--- src/hdl/step_clk_divider.sv ---
`timescale 1ns/100ps
`default_nettype none

module step_clk_divider #(
	parameter integer C_CLK_DIV = 8
) (
	input  wire clk,
	input  wire resetn,
	output logic o_clk_en
);
	localparam integer C_CNT_W = $clog2(C_CLK_DIV);

	logic [C_CNT_W-1:0] div_cnt;

	// one pulse per wrap
	always_ff @(posedge clk) begin
		if (!resetn) begin
			div_cnt <= '0;
			o_clk_en <= 1'b0;
		end else if (div_cnt == C_CNT_W'(C_CLK_DIV - 1)) begin
			div_cnt <= '0;
			o_clk_en <= 1'b1;
		end else begin
			div_cnt <= div_cnt + 1'b1;
			o_clk_en <= 1'b0;
		end
	end

	a_clk_en_single: assert property (@(posedge clk) disable iff (!resetn)
		o_clk_en |=> !o_clk_en)
		else $error("clk_en high on two consecutive cycles");

endmodule

`default_nettype wire

--- config.mk ---
export PLATFORM = sky130hd
export DESIGN_NAME = step_clk_divider
export DESIGN_NICKNAME = d
export VERILOG_FILES = /design/src/hdl/step_clk_divider.sv
export SDC_FILE = /design/constraint.sdc
export NUM_CORES = 1
export LEC_CHECK = 0
export BUFFER_PORTS_ARGS = -buffer_cell sky130_fd_sc_hd__buf_2
export CELL_PAD_IN_SITES_DETAIL_PLACEMENT = 1
export CELL_PAD_IN_SITES_GLOBAL_PLACEMENT = 2
export CORE_AREA = 10 10 47 49
export CTS_CLUSTER_DIAMETER = 200
export CTS_CLUSTER_SIZE = 12
export DETAILED_ROUTE_END_ITERATION = 16
export DIE_AREA = 0 0 57 59
export GPL_TIMING_DRIVEN = 1
export MAX_ROUTING_LAYER = met4
export PLACE_DENSITY_LB_ADDON = 0.1
export SETUP_SLACK_MARGIN = 0.4
export SLEW_MARGIN = 20
export SYNTH_ARGS = -nofsm -noshare
export SYNTH_HDL_FRONTEND = slang
export SYNTH_SLANG_ARGS = --single-unit
--- constraint.sdc ---
create_clock -name clk -period 1.23 [get_ports clk]
set_input_delay 0.123 -clock clk [delete_from_list [all_inputs] [get_ports clk]]
set_output_delay 0.123 -clock clk [all_outputs]
set_load 0.02 [all_outputs]
==> flow_summary.toml <==
[global_route]
antenna_found_initial = 0
grt_pass1_vias = 119
grt_use_total_pct = 2.259
grt_max_degree = 5
grt-ovfl-total = 0
grt_pass1_wl_um = 469

[layout]
flow.area_growth_from_synthesis_pct = 64.03
stdcell_count = 32
fin_nets = 22
drive_gt1_share_pct = 75.00
antenna_cells = 0

[synthesis]
syn_area_per_cell_um2 = 14.26
synth.most_common_cell = "dfxtp_1"
synth_area_leaders = "dfxtp_1 56%, ha_1 18%, and3b_1 12%"
yosysUniqueCellTypes = 5
synth_top_area_share_pct = 56.14
synth-edff-count = 0
synthFlopType = "dfxtp_1"
synthArstFlopShare_pct = 0
ys_top_cells_by_count = "4 x dfxtp_1, 2 x and3b_1, 2 x ha_1, 1 x and2_2, 1 x nor3b_2"
yosysTopAreaCell = "dfxtp_1"
syn_area_um2 = 142.6
yosys_warnings = 0
synth_seq_cells = 4
syn-num-nets = 14
synthCells = 10
synth.yosys.seq_area_share_pct = 56.14

[detailed_routing]
drtIter0Drc = 0
ant_nets = 0
vias_per_cell = 2.938
drt_first_pass_iters = 1
vias = 94
routed_wl_um = 274
remaining_drc_errors = 0
routedWlPerCell_um = 8.563

[worst_setup_path]
r2r-start = "div_cnt[0]$_SDFF_PP0_"
cp_common_cell = "ha_4"
critPathMaxFanout = 2
reg2reg_to = "div_cnt[2]$_SDFF_PP0_"
cp.arrival_ps = 1060
worstPathRequired_ps = 1360
criticalPathCategory = "flop to flop"
critPathSlowestCell = "dfxtp_2"
path_depth = 3
crit_family = "adder cells"
worstSetupStartpointType = "flop"
critPathMaxStageDelay_ps = 330
reg2regPathDepth = 3
crit_path_cell_trace = "ha_4 > ha_4 > and3b_1"
startpoint = "div_cnt[0]$_SDFF_PP0_"
crit_buf_inv = 0
reg2reg_slack_ps = 300
worstSetupEndpoint = "div_cnt[2]$_SDFF_PP0_"
crit_path_end_kind = "flop"

[die]
initial_utilization_pct = 10.18
dieArea_um2 = 3363
io_pins = 3
floorplan.rows = 14
die_height_um = 59
core_area_um2 = 1401
die_w_um = 57

[sta]
relSlewSlack_pct = 92.14
finalSetupTns_ps = 0
skew_ps = 2.169
setup_violations = 0
hold_viol_final = 0
rsz0062_at_grt = "true"
drv_slew = 0
fin_ws_ps = 300.5
period_needed_ps = 929.5
worstMarginPinSlew_ps = 117.5
max_clock_freq_ghz = 1.076
finalCritPeriodShare_pct = 75.57

[cts]
cts_tree = "yes"
clockBufferDepth = 2
h-tree-depth = 1
cts.reportedPaths.clkPinSlew_ps = 40
cts_root_buf = "clkbuf_4"
numCtsBuffers = 3
cts_sinks = 4
clk_latency_ps = 240

[worst_hold_path]
hp-class = "primary input to flop"
holdPathStages = 2

[place]
dp_slack_ps = 292.9
dp.cells = 28
io_buffers = 2
gp_congestion = 0.5227

[run_status]
outcome = "finished, final reports clean"

[pwr]
p_leak_nw = 0.09917
power_density_nw_per_um2 = 1423
power.total_mw = 0.3330
peakVddDrop_mv = 0.3050

[job]
cap_violations = 0
report_power, final:
part           switching [mW]  leakage (nW)  internal (mW)
clock                  0.0536        0.0138          0.109
combinational         0.00738        0.0520         0.0151
sequential            0.00718        0.0334          0.141
total                  0.0682        0.0992          0.265
placed cells by master, fill, tap and decap left out:
cell      count
and2_4        1
and3b_1       2
buf_2         1
buf_4         2
clkbuf_4      3
dfxtp_1       2
dfxtp_2       2
ha_4          2
nor3b_2       1
final cells by class:
| class | instances | area (um2) |
|---|---|---|
| Fill cell | 171 | 1167 |
| Multi-Input combinational cell | 6 | 88.84 |
| Sequential cell | 4 | 82.58 |
| Clock buffer | 3 | 22.52 |
| Timing Repair Buffer | 3 | 20.02 |
| Tap cell | 16 | 20.02 |
per-layer routing:
metal	wire [um]	GRT usage (%)
met1	126	1.885
met5	0	-
met3	29	2.575
met4	0	3.020
met2	118	2.171
worst min-delay path by stage:
stage	to	slack (ps)	start
after floorplan	o_clk_en$_SDFF_PN0_	260	resetn
after global placement	o_clk_en$_SDFF_PN0_	400	resetn
after detailed placement	o_clk_en$_SDFF_PN0_	390	resetn
after CTS	o_clk_en$_SDFF_PN0_	150	resetn
after global routing	o_clk_en$_SDFF_PN0_	150	resetn
final	o_clk_en$_SDFF_PN0_	150	resetn
state kept, by name, indices dropped and copies added, names as in the netlist:
signal / count
div_cnt: 3
o_clk_en: 1
kinds of logic (layout without fill, tap and decap cells):
kind of cell             Yosys count  count (layout)  synth area share [%]
adder cells (fa/ha/maj)            2               2                 17.54
buffers and inverters              0               6                     0
flip-flops                         4               4                 56.14
AND/OR/NAND/NOR                    4               4                 26.32
repair_timing:
action,in CTS,in global routing
gates resized for setup,1,0
endpoints found under the setup margin,5,4
hold buffers,0,0
buffers inserted,1,0
metrics by stage:
stage,cell area [um2],util (%),hold WS (ps)
after floorplan,171.4,-,263.1
after global placement,201.4,14.37,399.9
after detailed placement,201.4,14.37,391.3
after CTS,234.0,16.70,147.2
after global routing,234.0,16.70,151.8
final,234.0,16.70,149.9
Power figures use the tool's default switching activity.
