`config.mk`:
```
export PLATFORM = sky130hd
export DESIGN_NAME = position_tracker
export DESIGN_NICKNAME = d
export VERILOG_FILES = /design/src/hdl/step_motor_pkg.sv /design/src/hdl/position_tracker.sv
export SDC_FILE = /design/constraint.sdc
export NUM_CORES = 1
export LEC_CHECK = 0
export BUFFER_PORTS_ARGS = -buffer_cell sky130_fd_sc_hd__buf_2
export CORE_MARGIN = 5
export CORE_UTILIZATION = 40
export CTS_BUF_LIST = sky130_fd_sc_hd__clkbuf_8
export DETAILED_ROUTE_END_ITERATION = 6
export SETUP_SLACK_MARGIN = 0.1
export SYNTH_ARGS = -nofsm -noshare
export SYNTH_HDL_FRONTEND = slang
export SYNTH_SLANG_ARGS = --single-unit
```
`constraint.sdc`:
```
create_clock -name clk -period 6.6 [get_ports clk]
set_clock_uncertainty 0.15 [all_clocks]
set_input_delay 0.33 -clock clk [delete_from_list [all_inputs] [get_ports clk]]
set_output_delay 0.33 -clock clk [all_outputs]
set_load 0.02 [all_outputs]
```
`src/hdl/step_motor_pkg.sv`:
```
`default_nettype none

package step_motor_pkg;

	// step count, also used for the axis position
	typedef logic [15:0] step_num_t;

	// half-period in enable ticks
	typedef logic [15:0] speed_t;

	// speed table address, 512 entries
	typedef logic [8:0] speed_addr_t;

	// driver chip microstep select
	typedef logic [2:0] microstep_t;

	// upper bit doubles as the busy flag
	typedef enum logic [1:0] {
		MOTOR_IDLE    = 2'b00,
		MOTOR_PREPARE = 2'b10,
		MOTOR_RUNNING = 2'b11
	} motor_state_e;

endpackage

`default_nettype wire

```
`src/hdl/position_tracker.sv`:
```
`timescale 1ns/100ps
`default_nettype none

module position_tracker #(
	parameter integer C_INIT_POSITION = 1
) (
	input  wire clk,
	input  wire resetn,
	input  wire i_drive,
	input  wire i_dir,
	input  wire i_zpd,
	input  wire step_motor_pkg::step_num_t i_stroke,
	output step_motor_pkg::step_num_t o_position,
	output logic o_tpsign
);
	import step_motor_pkg::*;

	localparam step_num_t C_INIT = step_num_t'(C_INIT_POSITION);

	logic drive_d1;
	logic drive_fall;
	logic at_stroke;

	assign drive_fall = drive_d1 && !i_drive;
	assign at_stroke = (o_position == i_stroke);

	always_ff @(posedge clk) begin
		if (!resetn)
			drive_d1 <= 1'b0;
		else
			drive_d1 <= i_drive;
	end

	// zero sensor has priority over stepping
	always_ff @(posedge clk) begin
		if (!resetn || i_zpd) begin
			o_position <= C_INIT;
		end else if (drive_fall) begin
			if (!i_dir) begin
				if (!at_stroke)
					o_position <= o_position + 1'b1;
			end else if (o_position > C_INIT) begin
				o_position <= o_position - 1'b1;
			end
		end
	end

	always_ff @(posedge clk) begin
		if (!resetn)
			o_tpsign <= 1'b0;
		else if (drive_fall)
			o_tpsign <= at_stroke;
	end

	a_position_in_stroke: assert property (@(posedge clk) disable iff (!resetn)
		(i_stroke != '0 && o_position <= i_stroke)
		|=> (!$stable(i_stroke) || o_position <= i_stroke))
		else $error("position beyond stroke");

endmodule

`default_nettype wire

```
==> impl_metrics.xml <==
<?xml version="1.0" encoding="UTF-8"?>
<metrics>
  <group name="outcome">
    <metric name="run_status" unit="">finished clean</metric>
  </group>
  <group name="clocking">
    <metric name="clock_tree.buffer_depth" unit="">2</metric>
    <metric name="clk-insertion-delay-late" unit="ns">0.25</metric>
    <metric name="post_cts.resized_instances" unit="">0</metric>
    <metric name="clockRootBuffer" unit="">clkbuf_8</metric>
    <metric name="clk_pin_slew_worst_setup_hold_paths" unit="ns">0.07</metric>
    <metric name="post-cts-setup-buffers" unit="">0</metric>
    <metric name="tritoncts" unit="">yes</metric>
    <metric name="cts_hold_buf" unit="">0</metric>
    <metric name="cts_buffers" unit="">3</metric>
    <metric name="cts.sink_count" unit="">18</metric>
    <metric name="cts.htree.levels" unit="">1</metric>
  </group>
  <group name="layout">
    <metric name="stdcell_area" unit="mm2">0.00172</metric>
    <metric name="number_of_diodes_added_for_antenna_fixing" unit="">0</metric>
    <metric name="area_growth" unit="%">15.0</metric>
    <metric name="filler_cell_count" unit="">402</metric>
    <metric name="layout.nets" unit="">237</metric>
    <metric name="drive_gt1_frac" unit="">0.241</metric>
    <metric name="layout.cells.non_filler" unit="">260</metric>
  </group>
  <group name="global_routing">
    <metric name="overflow" unit="">0</metric>
    <metric name="grt_start_max_net_pins" unit="">33</metric>
    <metric name="grt_first_pass_wirelength" unit="mm">6.13</metric>
    <metric name="initial_antenna_violation_count" unit="">0</metric>
    <metric name="grt_use_total" unit="">0.144</metric>
    <metric name="via_count_of_the_first_global_routing_pass" unit="">1255</metric>
  </group>
  <group name="synth">
    <metric name="yosys.cell_count.top_type" unit="">nand2_1</metric>
    <metric name="synthTopCellsByCount" unit="">nand2_1 (25), dfxtp_1 (18), mux2i_1 (16), xnor2_1 (16), nand2b_1 (15)</metric>
    <metric name="postSynth.topFlopCell" unit="">dfxtp_1</metric>
    <metric name="mappedNetlistNets" unit="">210</metric>
    <metric name="yosys_register_bits" unit="">18</metric>
    <metric name="yosysSeqAreaShare" unit="">0.241</metric>
    <metric name="synth_edf_count" unit="">0</metric>
    <metric name="synthArstFlopShare" unit="">0</metric>
    <metric name="post_synth_inst_count" unit="">186</metric>
    <metric name="synth_top_area_frac" unit="">0.241</metric>
    <metric name="area_contributors_post_synth" unit="">dfxtp_1 (24%), mux2i_1 (11%), xnor2_1 (9.4%)</metric>
    <metric name="netlist.top_cell.by_area" unit="">dfxtp_1</metric>
    <metric name="post_synth_instance_area" unit="mm2">0.00150</metric>
    <metric name="yosysWarnings" unit="">0</metric>
    <metric name="number_of_unique_standard_cell_types_used_by_synthesis" unit="">42</metric>
    <metric name="syn-mean-instance-area" unit="um2">8.05</metric>
  </group>
  <group name="worst_hold_path">
    <metric name="timing.hold.worst.class" unit="">primary input to flip-flop</metric>
    <metric name="timing.hold.worst_endpoint" unit="">drive_d1</metric>
    <metric name="holdCritStartpoint" unit="">resetn</metric>
    <metric name="worstHoldPathCells" unit="">2</metric>
  </group>
  <group name="placement">
    <metric name="place_ws" unit="ns">3.90</metric>
    <metric name="gp_congestion" unit="">0.815</metric>
    <metric name="post_place_cells" unit="">256</metric>
    <metric name="place.port_buffers" unit="">37</metric>
    <metric name="dp_hpwl" unit="mm">2.65</metric>
    <metric name="placed_cell_area" unit="mm2">0.00167</metric>
  </group>
  <group name="setup_path">
    <metric name="critical_path.slowest_cell" unit="">o41ai_4</metric>
    <metric name="rr_startpoint" unit="">o_position[2]</metric>
    <metric name="max_stage_delay" unit="ns">0.87</metric>
    <metric name="worst_reg2reg_endpoint" unit="">o_position[0]</metric>
    <metric name="path_delay_family" unit="">compound AO/OA/AOI/OAI gates</metric>
    <metric name="worstSetupStartpointType" unit="">flip-flop</metric>
    <metric name="setup.worst_path.start" unit="">o_position[2]</metric>
    <metric name="arrival" unit="ns">2.67</metric>
    <metric name="timing.critical_path.to_type" unit="">flip-flop</metric>
    <metric name="path_max_fanout" unit="">15</metric>
    <metric name="crit_path_cell_trace" unit="">or4b_4 &gt; o41ai_4 &gt; a21o_1 &gt; mux2_2</metric>
    <metric name="timing.critical_path.buf_inv" unit="">0</metric>
    <metric name="reg2reg_slack" unit="ns">3.93</metric>
    <metric name="worst-r2r-cell-count" unit="">4</metric>
    <metric name="required" unit="ns">6.60</metric>
    <metric name="type_of_the_worst_setup_path" unit="">flip-flop to flip-flop</metric>
  </group>
  <group name="detailed_routing">
    <metric name="post-route-drc-count" unit="">0</metric>
    <metric name="wl" unit="mm">3.63</metric>
    <metric name="met2_wirelength" unit="mm">1.54</metric>
    <metric name="detail_route.first_pass.iterations" unit="">4</metric>
    <metric name="drt_iter0_markers" unit="">67</metric>
    <metric name="detail_route.wl_per_cell" unit="um">14.0</metric>
    <metric name="dr_total_vias" unit="">1396</metric>
    <metric name="highest_layer" unit="">met4</metric>
    <metric name="routed-wl-met3" unit="um">276</metric>
    <metric name="wl_met1" unit="mm">1.79</metric>
    <metric name="vias_per_cell" unit="">5.37</metric>
    <metric name="final_antenna_net_count" unit="">0</metric>
  </group>
  <group name="timing">
    <metric name="setup_ws" unit="ns">3.93</metric>
    <metric name="setup_tns" unit="ns">0</metric>
    <metric name="fmaxAchievable" unit="MHz">374</metric>
    <metric name="period_share" unit="">0.405</metric>
    <metric name="slew_violations" unit="">0</metric>
    <metric name="post-route-min-period" unit="ns">2.67</metric>
    <metric name="setup_viol" unit="">0</metric>
    <metric name="max_slew.worst_pin.slew" unit="ns">1.15</metric>
    <metric name="setup_repair_after_global_routing_missed_its_margin" unit="">false</metric>
    <metric name="relative_slew_margins" unit="">0.233</metric>
    <metric name="hold_viol" unit="">0</metric>
  </group>
  <group name="power_and_ir_drop">
    <metric name="irDropWorstVdd" unit="mV">0.0833</metric>
    <metric name="power.density_cell_area" unit="mW/mm2">133</metric>
    <metric name="cellLeakagePower" unit="uW">0.000602</metric>
  </group>
  <group name="die">
    <metric name="initial_utilization" unit="">0.412</metric>
    <metric name="core_area" unit="mm2">0.00363</metric>
    <metric name="ioPinCount" unit="">38</metric>
    <metric name="y_dimension_of_the_die" unit="um">71.2</metric>
    <metric name="die_w" unit="um">71.2</metric>
    <metric name="number_of_rows_in_the_core_area" unit="">22</metric>
    <metric name="die_area" unit="mm2">0.00507</metric>
  </group>
  <group name="run">
    <metric name="cap_viol_max_count" unit="">0</metric>
  </group>
</metrics>
-- flip-flops by register name, indices dropped and copies added (netlist names) --
name,cells
drive_d1,1
o_position,16
o_tpsign,1
-- how the worst max path moves through the flow --
| stage | endpoint | cells past startpoint |
|---|---|---|
| floorplan | o_position[0] | 6 |
| global placement | o_position[0] | 5 |
| detailed placement | o_position[0] | 5 |
| CTS | o_position[0] | 4 |
| global route | o_position[0] | 4 |
| finish | o_position[0] | 4 |
-- layout make-up --
cell class / instances / area (um2) / share of cell area
multi-input combinational: 148 / 1040 / 0.603
sequential: 18 / 360 / 0.209
timing repair buffer: 38 / 193 / 0.112
tap: 48 / 60.1 / 0.0349
clock buffer: 4 / 55.1 / 0.0320
inverter: 4 / 15.0 / 0.00871
-- kinds of logic after synthesis --
| logic type | synth area share |
|---|---|
| AOI/OAI and AO/OA | 0.143 |
| xor gates and xnor gates | 0.0994 |
| adders and majority gates | 0.0251 |
| buffers and inverters | 0.0668 |
| DFF | 0.241 |
| muxes | 0.114 |
| and+or+nand+nor | 0.311 |
-- per-stage QoR --
stage	hold slack, ns	utilization	power [uW]
final	0.139	0.474	230
after global routing	0.158	0.474	239
after CTS	0.140	0.474	232
after detailed placement	0.353	0.459	140
after global placement	0.360	0.459	139
after floorplan	0.302	-	131
-- worst register-to-register path, stage by stage (launching register included) --
cell,delay [ns]
dfxtp_1,0.41
or4b_4,0.63
o41ai_4,0.87
a21o_1,0.18
mux2_2,0.33
-- layer usage --
metal,up-vias,GRT usage
met1,640,0.208
met2,39,0.213
met3,4,0.0355
li1,713,-
met5,-,0
met4,0,0.0376
-- power breakdown --
part	switching [uW]	internal (uW)
clock	39.3	53.0
combinational	14.8	13.0
sequential	0.493	109
total	54.5	175
-- placed cells by master, fill, tap and decap left out, types with 2 or more instances in the layout --
| master | count |
|---|---|
| buf_2 | 37 |
| nand2_1 | 25 |
| dfxtp_1 | 18 |
| xnor2_1 | 16 |
| mux2i_1 | 16 |
| nand2b_1 | 15 |
| nor2_1 | 10 |
| a211oi_1 | 10 |
| nand4_1 | 6 |
| nand3_1 | 6 |
| nor3_1 | 4 |
| nor4_1 | 4 |
| clkbuf_8 | 4 |
| inv_1 | 3 |
| and3_1 | 3 |
| ha_1 | 3 |
| nor2b_1 | 2 |
| o22ai_1 | 2 |
| o21ai_0 | 2 |
| and2_1 | 2 |
| a221oi_1 | 2 |
Note: power is estimated with default switching activity, not from simulation.
