File: src/hdl/step_motor_pkg.sv
`default_nettype none

package step_motor_pkg;

	// step count, also used for the axis position
	typedef logic [15:0] step_num_t;

	// half-period in enable ticks
	typedef logic [15:0] speed_t;

	// speed table address, 512 entries
	typedef logic [8:0] speed_addr_t;

	// driver chip microstep select
	typedef logic [2:0] microstep_t;

	// upper bit doubles as the busy flag
	typedef enum logic [1:0] {
		MOTOR_IDLE    = 2'b00,
		MOTOR_PREPARE = 2'b10,
		MOTOR_RUNNING = 2'b11
	} motor_state_e;

endpackage

`default_nettype wire

File: src/hdl/step_motor_ctrl.sv
`timescale 1ns/100ps
`default_nettype none

module step_motor_ctrl #(
	parameter integer C_REVERSE_DELAY = 4
) (
	input  wire clk,
	input  wire resetn,
	input  wire i_clk_en,
	input  wire step_motor_pkg::speed_addr_t i_acce_addr_max,
	input  wire step_motor_pkg::speed_addr_t i_deac_addr_max,
	output logic o_rd_en,
	output step_motor_pkg::speed_addr_t o_acce_addr,
	output step_motor_pkg::speed_addr_t o_deac_addr,
	input  wire step_motor_pkg::speed_t i_acce_data,
	input  wire step_motor_pkg::speed_t i_deac_data,
	input  wire i_zpd,
	input  wire i_tpsign,
	input  wire step_motor_pkg::speed_t i_speed,
	input  wire step_motor_pkg::step_num_t i_step,
	input  wire i_start,
	input  wire i_stop,
	input  wire i_dir,
	input  wire step_motor_pkg::microstep_t i_ms,
	output logic o_drive,
	output logic o_dir,
	output step_motor_pkg::microstep_t o_ms,
	output logic o_busy
);
	import step_motor_pkg::*;

	localparam integer C_RD_W = $clog2(C_REVERSE_DELAY);

	motor_state_e motor_state;
	logic start_d1;
	logic start_pend;
	logic stop_d1;
	logic stop_pend;
	logic should_start;
	logic should_stop;
	logic step_done;
	logic [C_RD_W-1:0] reverse_cnt;
	step_num_t step_cnt;
	step_num_t step_remain;
	speed_t speed_max;
	speed_t speed_var;
	speed_t speed_cur;
	speed_t speed_cnt;
	logic rd_en_d1;
	logic rd_en_d2;
	logic rd_en_d3;

	assign o_busy = motor_state[1];
	assign should_start = i_clk_en && start_pend && !o_busy;

	// forward is dir low
	assign should_stop = (step_done && speed_cnt == '0)
		|| (i_tpsign && !o_dir)
		|| (i_zpd && o_dir);

	assign o_acce_addr = (step_cnt > step_num_t'(i_acce_addr_max)) ?
		i_acce_addr_max : speed_addr_t'(step_cnt);
	assign o_deac_addr = (step_remain > step_num_t'(i_deac_addr_max)) ?
		i_deac_addr_max : speed_addr_t'(step_remain);

	// start and stop edges, held until the next tick
	always_ff @(posedge clk) begin
		if (!resetn) begin
			start_d1 <= 1'b0;
			stop_d1 <= 1'b0;
			start_pend <= 1'b0;
			stop_pend <= 1'b0;
		end else begin
			start_d1 <= i_start;
			stop_d1 <= i_stop;
			if (start_pend) begin
				if (i_clk_en)
					start_pend <= 1'b0;
			end else if (i_start && !start_d1 && !o_busy) begin
				start_pend <= 1'b1;
			end
			if (stop_pend) begin
				if (i_clk_en)
					stop_pend <= 1'b0;
			end else if (i_stop && !stop_d1 && o_busy) begin
				stop_pend <= 1'b1;
			end
		end
	end

	// move parameters
	always_ff @(posedge clk) begin
		if (should_start) begin
			speed_max <= i_speed;
			o_ms <= i_ms;
		end
	end

	always_ff @(posedge clk) begin
		if (!resetn)
			o_dir <= 1'b0;
		else if (should_start)
			o_dir <= i_dir;
	end

	always_ff @(posedge clk) begin
		if (!resetn) begin
			motor_state <= MOTOR_IDLE;
			reverse_cnt <= '0;
		end else if (i_clk_en) begin
			case (motor_state)
				MOTOR_IDLE: begin
					reverse_cnt <= '0;
					if (start_pend)
						motor_state <= (o_dir == i_dir) ? MOTOR_RUNNING : MOTOR_PREPARE;
				end
				MOTOR_PREPARE: begin
					// dead time after a direction change
					reverse_cnt <= reverse_cnt + 1'b1;
					if (stop_pend)
						motor_state <= MOTOR_IDLE;
					else if (reverse_cnt == C_RD_W'(C_REVERSE_DELAY - 2))
						motor_state <= MOTOR_RUNNING;
				end
				MOTOR_RUNNING: begin
					if (stop_pend || should_stop)
						motor_state <= MOTOR_IDLE;
				end
				default: motor_state <= MOTOR_IDLE;
			endcase
		end
	end

	// table read at start and on every falling drive edge
	always_ff @(posedge clk) begin
		if (!resetn)
			o_rd_en <= 1'b0;
		else if (o_rd_en)
			o_rd_en <= 1'b0;
		else if (i_clk_en)
			case (motor_state)
				MOTOR_IDLE: o_rd_en <= start_pend;
				MOTOR_RUNNING: o_rd_en <= (speed_cnt == '0) && o_drive;
				default: o_rd_en <= 1'b0;
			endcase
	end

	always_ff @(posedge clk) begin
		if (!resetn) begin
			rd_en_d1 <= 1'b0;
			rd_en_d2 <= 1'b0;
			rd_en_d3 <= 1'b0;
		end else begin
			rd_en_d1 <= o_rd_en;
			rd_en_d2 <= rd_en_d1;
			rd_en_d3 <= rd_en_d2;
		end
	end

	// slowest of the two tables, then of the speed limit
	always_ff @(posedge clk) begin
		if (rd_en_d2)
			speed_var <= (i_acce_data > i_deac_data) ? i_acce_data : i_deac_data;
		if (rd_en_d3)
			speed_cur <= (speed_var > speed_max) ? speed_var : speed_max;
	end

	always_ff @(posedge clk) begin
		if (!resetn) begin
			step_cnt <= '0;
			step_remain <= '0;
			step_done <= 1'b0;
		end else if (i_clk_en) begin
			if (motor_state == MOTOR_RUNNING) begin
				if (speed_cnt == '0 && o_drive) begin
					step_cnt <= step_cnt + 1'b1;
					step_remain <= step_remain - 1'b1;
					if (step_remain == '0)
						step_done <= 1'b1;
				end
			end else begin
				step_done <= 1'b0;
				if (motor_state == MOTOR_IDLE && start_pend) begin
					step_cnt <= '0;
					step_remain <= i_step - 1'b1;
				end
			end
		end
	end

	// half-period counter and drive toggle
	always_ff @(posedge clk) begin
		if (!resetn) begin
			speed_cnt <= '0;
			o_drive <= 1'b0;
		end else if (i_clk_en) begin
			case (motor_state)
				MOTOR_RUNNING: begin
					speed_cnt <= (speed_cnt == '0) ? speed_cur : speed_cnt - 1'b1;
					if (stop_pend || should_stop)
						o_drive <= 1'b0;
					else if (speed_cnt == '0 && !step_done)
						o_drive <= ~o_drive;
				end
				MOTOR_IDLE: begin
					speed_cnt <= '0;
					o_drive <= 1'b0;
				end
				default: o_drive <= 1'b0;
			endcase
		end
	end

	a_drive_only_running: assert property (@(posedge clk) disable iff (!resetn)
		(motor_state != MOTOR_RUNNING) |-> !o_drive)
		else $error("drive high outside RUNNING");

	a_rd_en_single: assert property (@(posedge clk) disable iff (!resetn)
		o_rd_en |=> !o_rd_en)
		else $error("table read strobe longer than one cycle");

endmodule

`default_nettype wire

File: config.mk
export PLATFORM = sky130hd
export DESIGN_NAME = step_motor_ctrl
export DESIGN_NICKNAME = d
export VERILOG_FILES = /design/src/hdl/step_motor_pkg.sv /design/src/hdl/step_motor_ctrl.sv
export SDC_FILE = /design/constraint.sdc
export NUM_CORES = 1
export LEC_CHECK = 0
export BUFFER_PORTS_ARGS = -buffer_cell sky130_fd_sc_hd__buf_2
export CAP_MARGIN = 20
export CELL_PAD_IN_SITES_DETAIL_PLACEMENT = 1
export CELL_PAD_IN_SITES_GLOBAL_PLACEMENT = 1
export CORE_MARGIN = 3
export CORE_UTILIZATION = 47
export CTS_CLUSTER_SIZE = 40
export DETAILED_ROUTE_END_ITERATION = 7
export HOLD_SLACK_MARGIN = 0.06
export PLACE_DENSITY = 0.83
export SYNTH_ARGS = -nofsm -noshare
export SYNTH_HDL_FRONTEND = slang
export SYNTH_SLANG_ARGS = --single-unit
File: constraint.sdc
create_clock -name clk -period 6.7 [get_ports clk]
set_input_delay 1.005 -clock clk [delete_from_list [all_inputs] [get_ports clk]]
set_output_delay 1.005 -clock clk [all_outputs]
set_load 0.005 [all_outputs]
==> results.toml <==
[yosys]
synth_edf_count = 51
synth_area_per_cell_um2 = 9.39
ys_seq_area_share_pct = 38.8
netlist_area_um2 = 7190
synth_top_area_share_pct = 21.3
ys_ff_latch = 114
synth_ff_type = "dfxtp_1"
syn_nets = 917
synth_area_leaders = "edfxtp_1 (21%), dfxtp_1 (18%), ha_1 (10%), mux2_2 (8.6%), a21oi_1 (3.8%)"
yosys.area.top_type = "edfxtp_1"
synthArstFlopShare_pct = 0
synth_cells = 766
yosys_warnings = 0
ys_types = 67

[clock_network]
post_cts_buffers = 0
ctsHtreeMaxLevel = 4
cts_tree = "yes"
clkSlewWorstSetupHoldPaths_ns = 0.06
clkSinkCount = 114
cts_hold_buf = 0
cts_resized = 0
clk_latency_ns = 0.42
cts_root_buf = "clkbuf_16"
cts_buffers = 17
clockBufferDepth = 2

[global_routing]
antenna_found_initial = 0
grt_usage_pct = 25.0
grt_pass1_wl_mm = 33.4
grt_start_max_net_pins = 49
gr-total-overflow = 0
grt_pass1_vias = 6859

[finish]
antenna_cells = 0
nets = 1029
syn_to_final_growth_pct = 17.9
fin_util_pct = 57.5
drive_gt1_share_pct = 25.3
fill_cells = 1701

[detailed_routing]
route.detailed.drc = 0
vias_per_cell = 5.98
totalWireLength_mm = 20.7
post_drt_wl_per_cell_um = 19.2
drt_iter0_markers = 289
antenna_left = 0
firstDrtPassIters = 4
num_vias = 6426

[timing]
fin_crit_sh_pct = 67.2
drv_slew = 0
fmax_ghz = 0.222
min_period_ns = 4.50
hold_viol = 0
setup_violations = 0
worst_pin_slew_ns = 1.08
rsz0062_at_grt = "false"
slew-limit-headroom_pct = 27.3
fin_tns_setup_ns = 0
fin_worst_skew_ns = 0.0156

[worst_setup_path]
cp_slowest_cell = "o41ai_2"
cp_cell_sequence = "buf_2 > inv_1 > ha_1 > nor2b_1 > o21a_1 > o21ai_0 > a21oi_1 > o41ai_2 > mux2_2 > buf_2"
cp-start-kind = "input pin"
cpPeakStageDelay_ns = 0.93
critPathKind = "input pin to output port"
rr_worst_depth = 8
crit_arrival_ns = 3.50
cp_common_cell = "buf_2"
endpoint_kind = "output port"
path_max_fanout = 9
crit_required_ns = 5.69

[floorplanning]
fp.dieH_um = 130
rows = 44
core_um2 = 14800
die_w_um = 130
initial_core_util_pct = 48.7
io_pins = 118
dieArea_um2 = 16800

[power]
pwr-share-seq_pct = 32.9
sw_frac_of_total_pct = 36.6
power_density_nw_per_um2 = 289
irDropWorstVdd_mv = 0.207
power_frac_comb_pct = 32.5
p_leak_nw = 3.55
p_int_mw = 1.56
p_sw_uw = 896
clockPowerShare_pct = 34.6

[min_path]
hold_class = "register to register"
whs_path_depth = 1

[placement]
numPortBuffers = 117
gp_congestion = 0.883
dpl.hpwl_mm = 15.1

[flow_run]
drv_cap = 0

[status]
outcome = "finished, final reports clean"
-- critical path, delay by kind of cell --
family | cells | cell delay, ns
mux | 1 | 0.44
simple gates | 1 | 0.14
fa+ha+maj | 1 | 0.31
compound gates | 4 | 1.36
buf+inv | 3 | 0.26
-- layout make-up --
class	instances	area, um2	share of cell area (%)
timing repair buffer	122	643	7.58
inverter	65	244	2.88
multi-input combinational	558	4020	47.5
sequential	114	2790	32.9
clock inverter	12	109	1.28
tap	184	230	2.72
clock buffer	20	437	5.15
-- cell usage after synthesis (all sizes together), types with 4 or more instances --
| cell type | number |
|---|---|
| a31oi | 6 |
| a211oi | 5 |
| or4 | 5 |
| or3 | 13 |
| clkbuf | 16 |
| nor3 | 35 |
| dfxtp | 63 |
| o31ai | 4 |
| inv | 65 |
| a22oi | 4 |
| and3 | 7 |
| edfxtp | 51 |
| nor4b | 4 |
| a21oi | 55 |
| mux2i | 7 |
| nand4 | 20 |
| and2 | 8 |
| o211ai | 10 |
| xor2 | 8 |
| buf | 13 |
| nor4 | 17 |
| ha | 58 |
| o2111ai | 5 |
| nand2b | 4 |
| nor2b | 7 |
| nor3b | 7 |
| nor2 | 59 |
| xnor2 | 13 |
| o21ai | 30 |
| nand3 | 22 |
| mux2 | 55 |
| nand2 | 45 |
| o22ai | 7 |
-- through the flow --
stage          cell area, um2  hold slack (ns)  instances  setup slack [ns]  power, mW
2_1_floorplan            7190            0.412        766              2.78       1.39
3_3_place_gp             7910            0.427       1042              2.45       1.56
3_5_place_dp             7910            0.420       1042              2.24       1.60
4_1_cts                  8450            0.450       1074              2.23       2.46
5_1_grt                  8480            0.499       1075              2.08       2.59
6_report                 8480            0.449       1075              2.20       2.45
-- registers in the layout (all words and copies together), names as in the netlist --
| register | cells |
|---|---|
| step_done | 1 |
| speed_max | 16 |
| o_rd_en | 1 |
| reverse_cnt | 2 |
| stop_d1 | 1 |
| start_d1 | 1 |
| o_drive | 1 |
| rd_en_d2 | 1 |
| step_remain | 16 |
| rd_en_d3 | 1 |
| rd_en_d1 | 1 |
| start_pend | 1 |
| o_dir | 1 |
| stop_pend | 1 |
| speed_cur | 16 |
| speed_cnt | 16 |
| motor_state | 2 |
| step_cnt | 16 |
| speed_var | 16 |
| o_ms | 3 |
-- cell usage in the layout, fill, tap and decap left out, types with 8 or more instances in the layout --
cell type	count
xor2_1	8
nand2_1	45
and2_1	8
nand4_1	20
clkbuf_16	17
ha_1	58
nor3_1	32
nand3_1	22
xnor2_1	13
inv_1	65
nor2_1	58
buf_2	117
a21oi_1	55
or3_1	13
nor4_1	13
o211ai_1	10
edfxtp_1	51
o21ai_0	27
mux2_2	55
dfxtp_1	63
-- cell families (layout without fill, tap and decap cells) --
family / count (synthesis) / count (layout) / synth area share (%)
muxes: 62 / 62 / 9.59
AOI/OAI and AO/OA: 157 / 157 / 14.3
DFF: 114 / 114 / 38.8
adders and majority gates: 58 / 58 / 10.1
and+or+nand+nor: 260 / 260 / 19.5
xor gates and xnor gates: 21 / 21 / 2.56
buffers and inverters: 94 / 219 / 5.19
-- path summary, 6_finish.rpt --
check,start,end,slack (ns)
min,rd_en_d1$_SDFF_PN0_,rd_en_d2$_SDFF_PN0_,0.45
max,i_deac_addr_max[1],o_deac_addr[8],2.20
max reg2reg,motor_state[1]$_SDFFE_PN0P_,step_remain[15]$_SDFFE_PN0P_,3.42
min reg2reg,rd_en_d1$_SDFF_PN0_,rd_en_d2$_SDFF_PN0_,0.45
-- layer usage --
metal / part of all wire, % / routed length, um / track usage [%] / vias to the layer above
li1: - / - / - / 3071
met3: 4.0 / 833 / 4.74 / 29
met4: 1.7 / 342 / 10.2 / 0
met2: 54 / 11200 / 47.5 / 156
met5: 0 / 0 / 0 / -
met1: 40 / 8310 / 27.0 / 3170
-- power groups by stage --
stage / logic [mW] / registers [mW] / clock network (mW)
global route: 0.889 / 0.811 / 0.893
CTS: 0.793 / 0.805 / 0.861
finish: 0.798 / 0.806 / 0.848
detailed placement: 0.783 / 0.818 / 0
global placement: 0.747 / 0.815 / 0
floorplan: 0.582 / 0.807 / 0
Note: power is estimated with default switching activity, not from simulation.
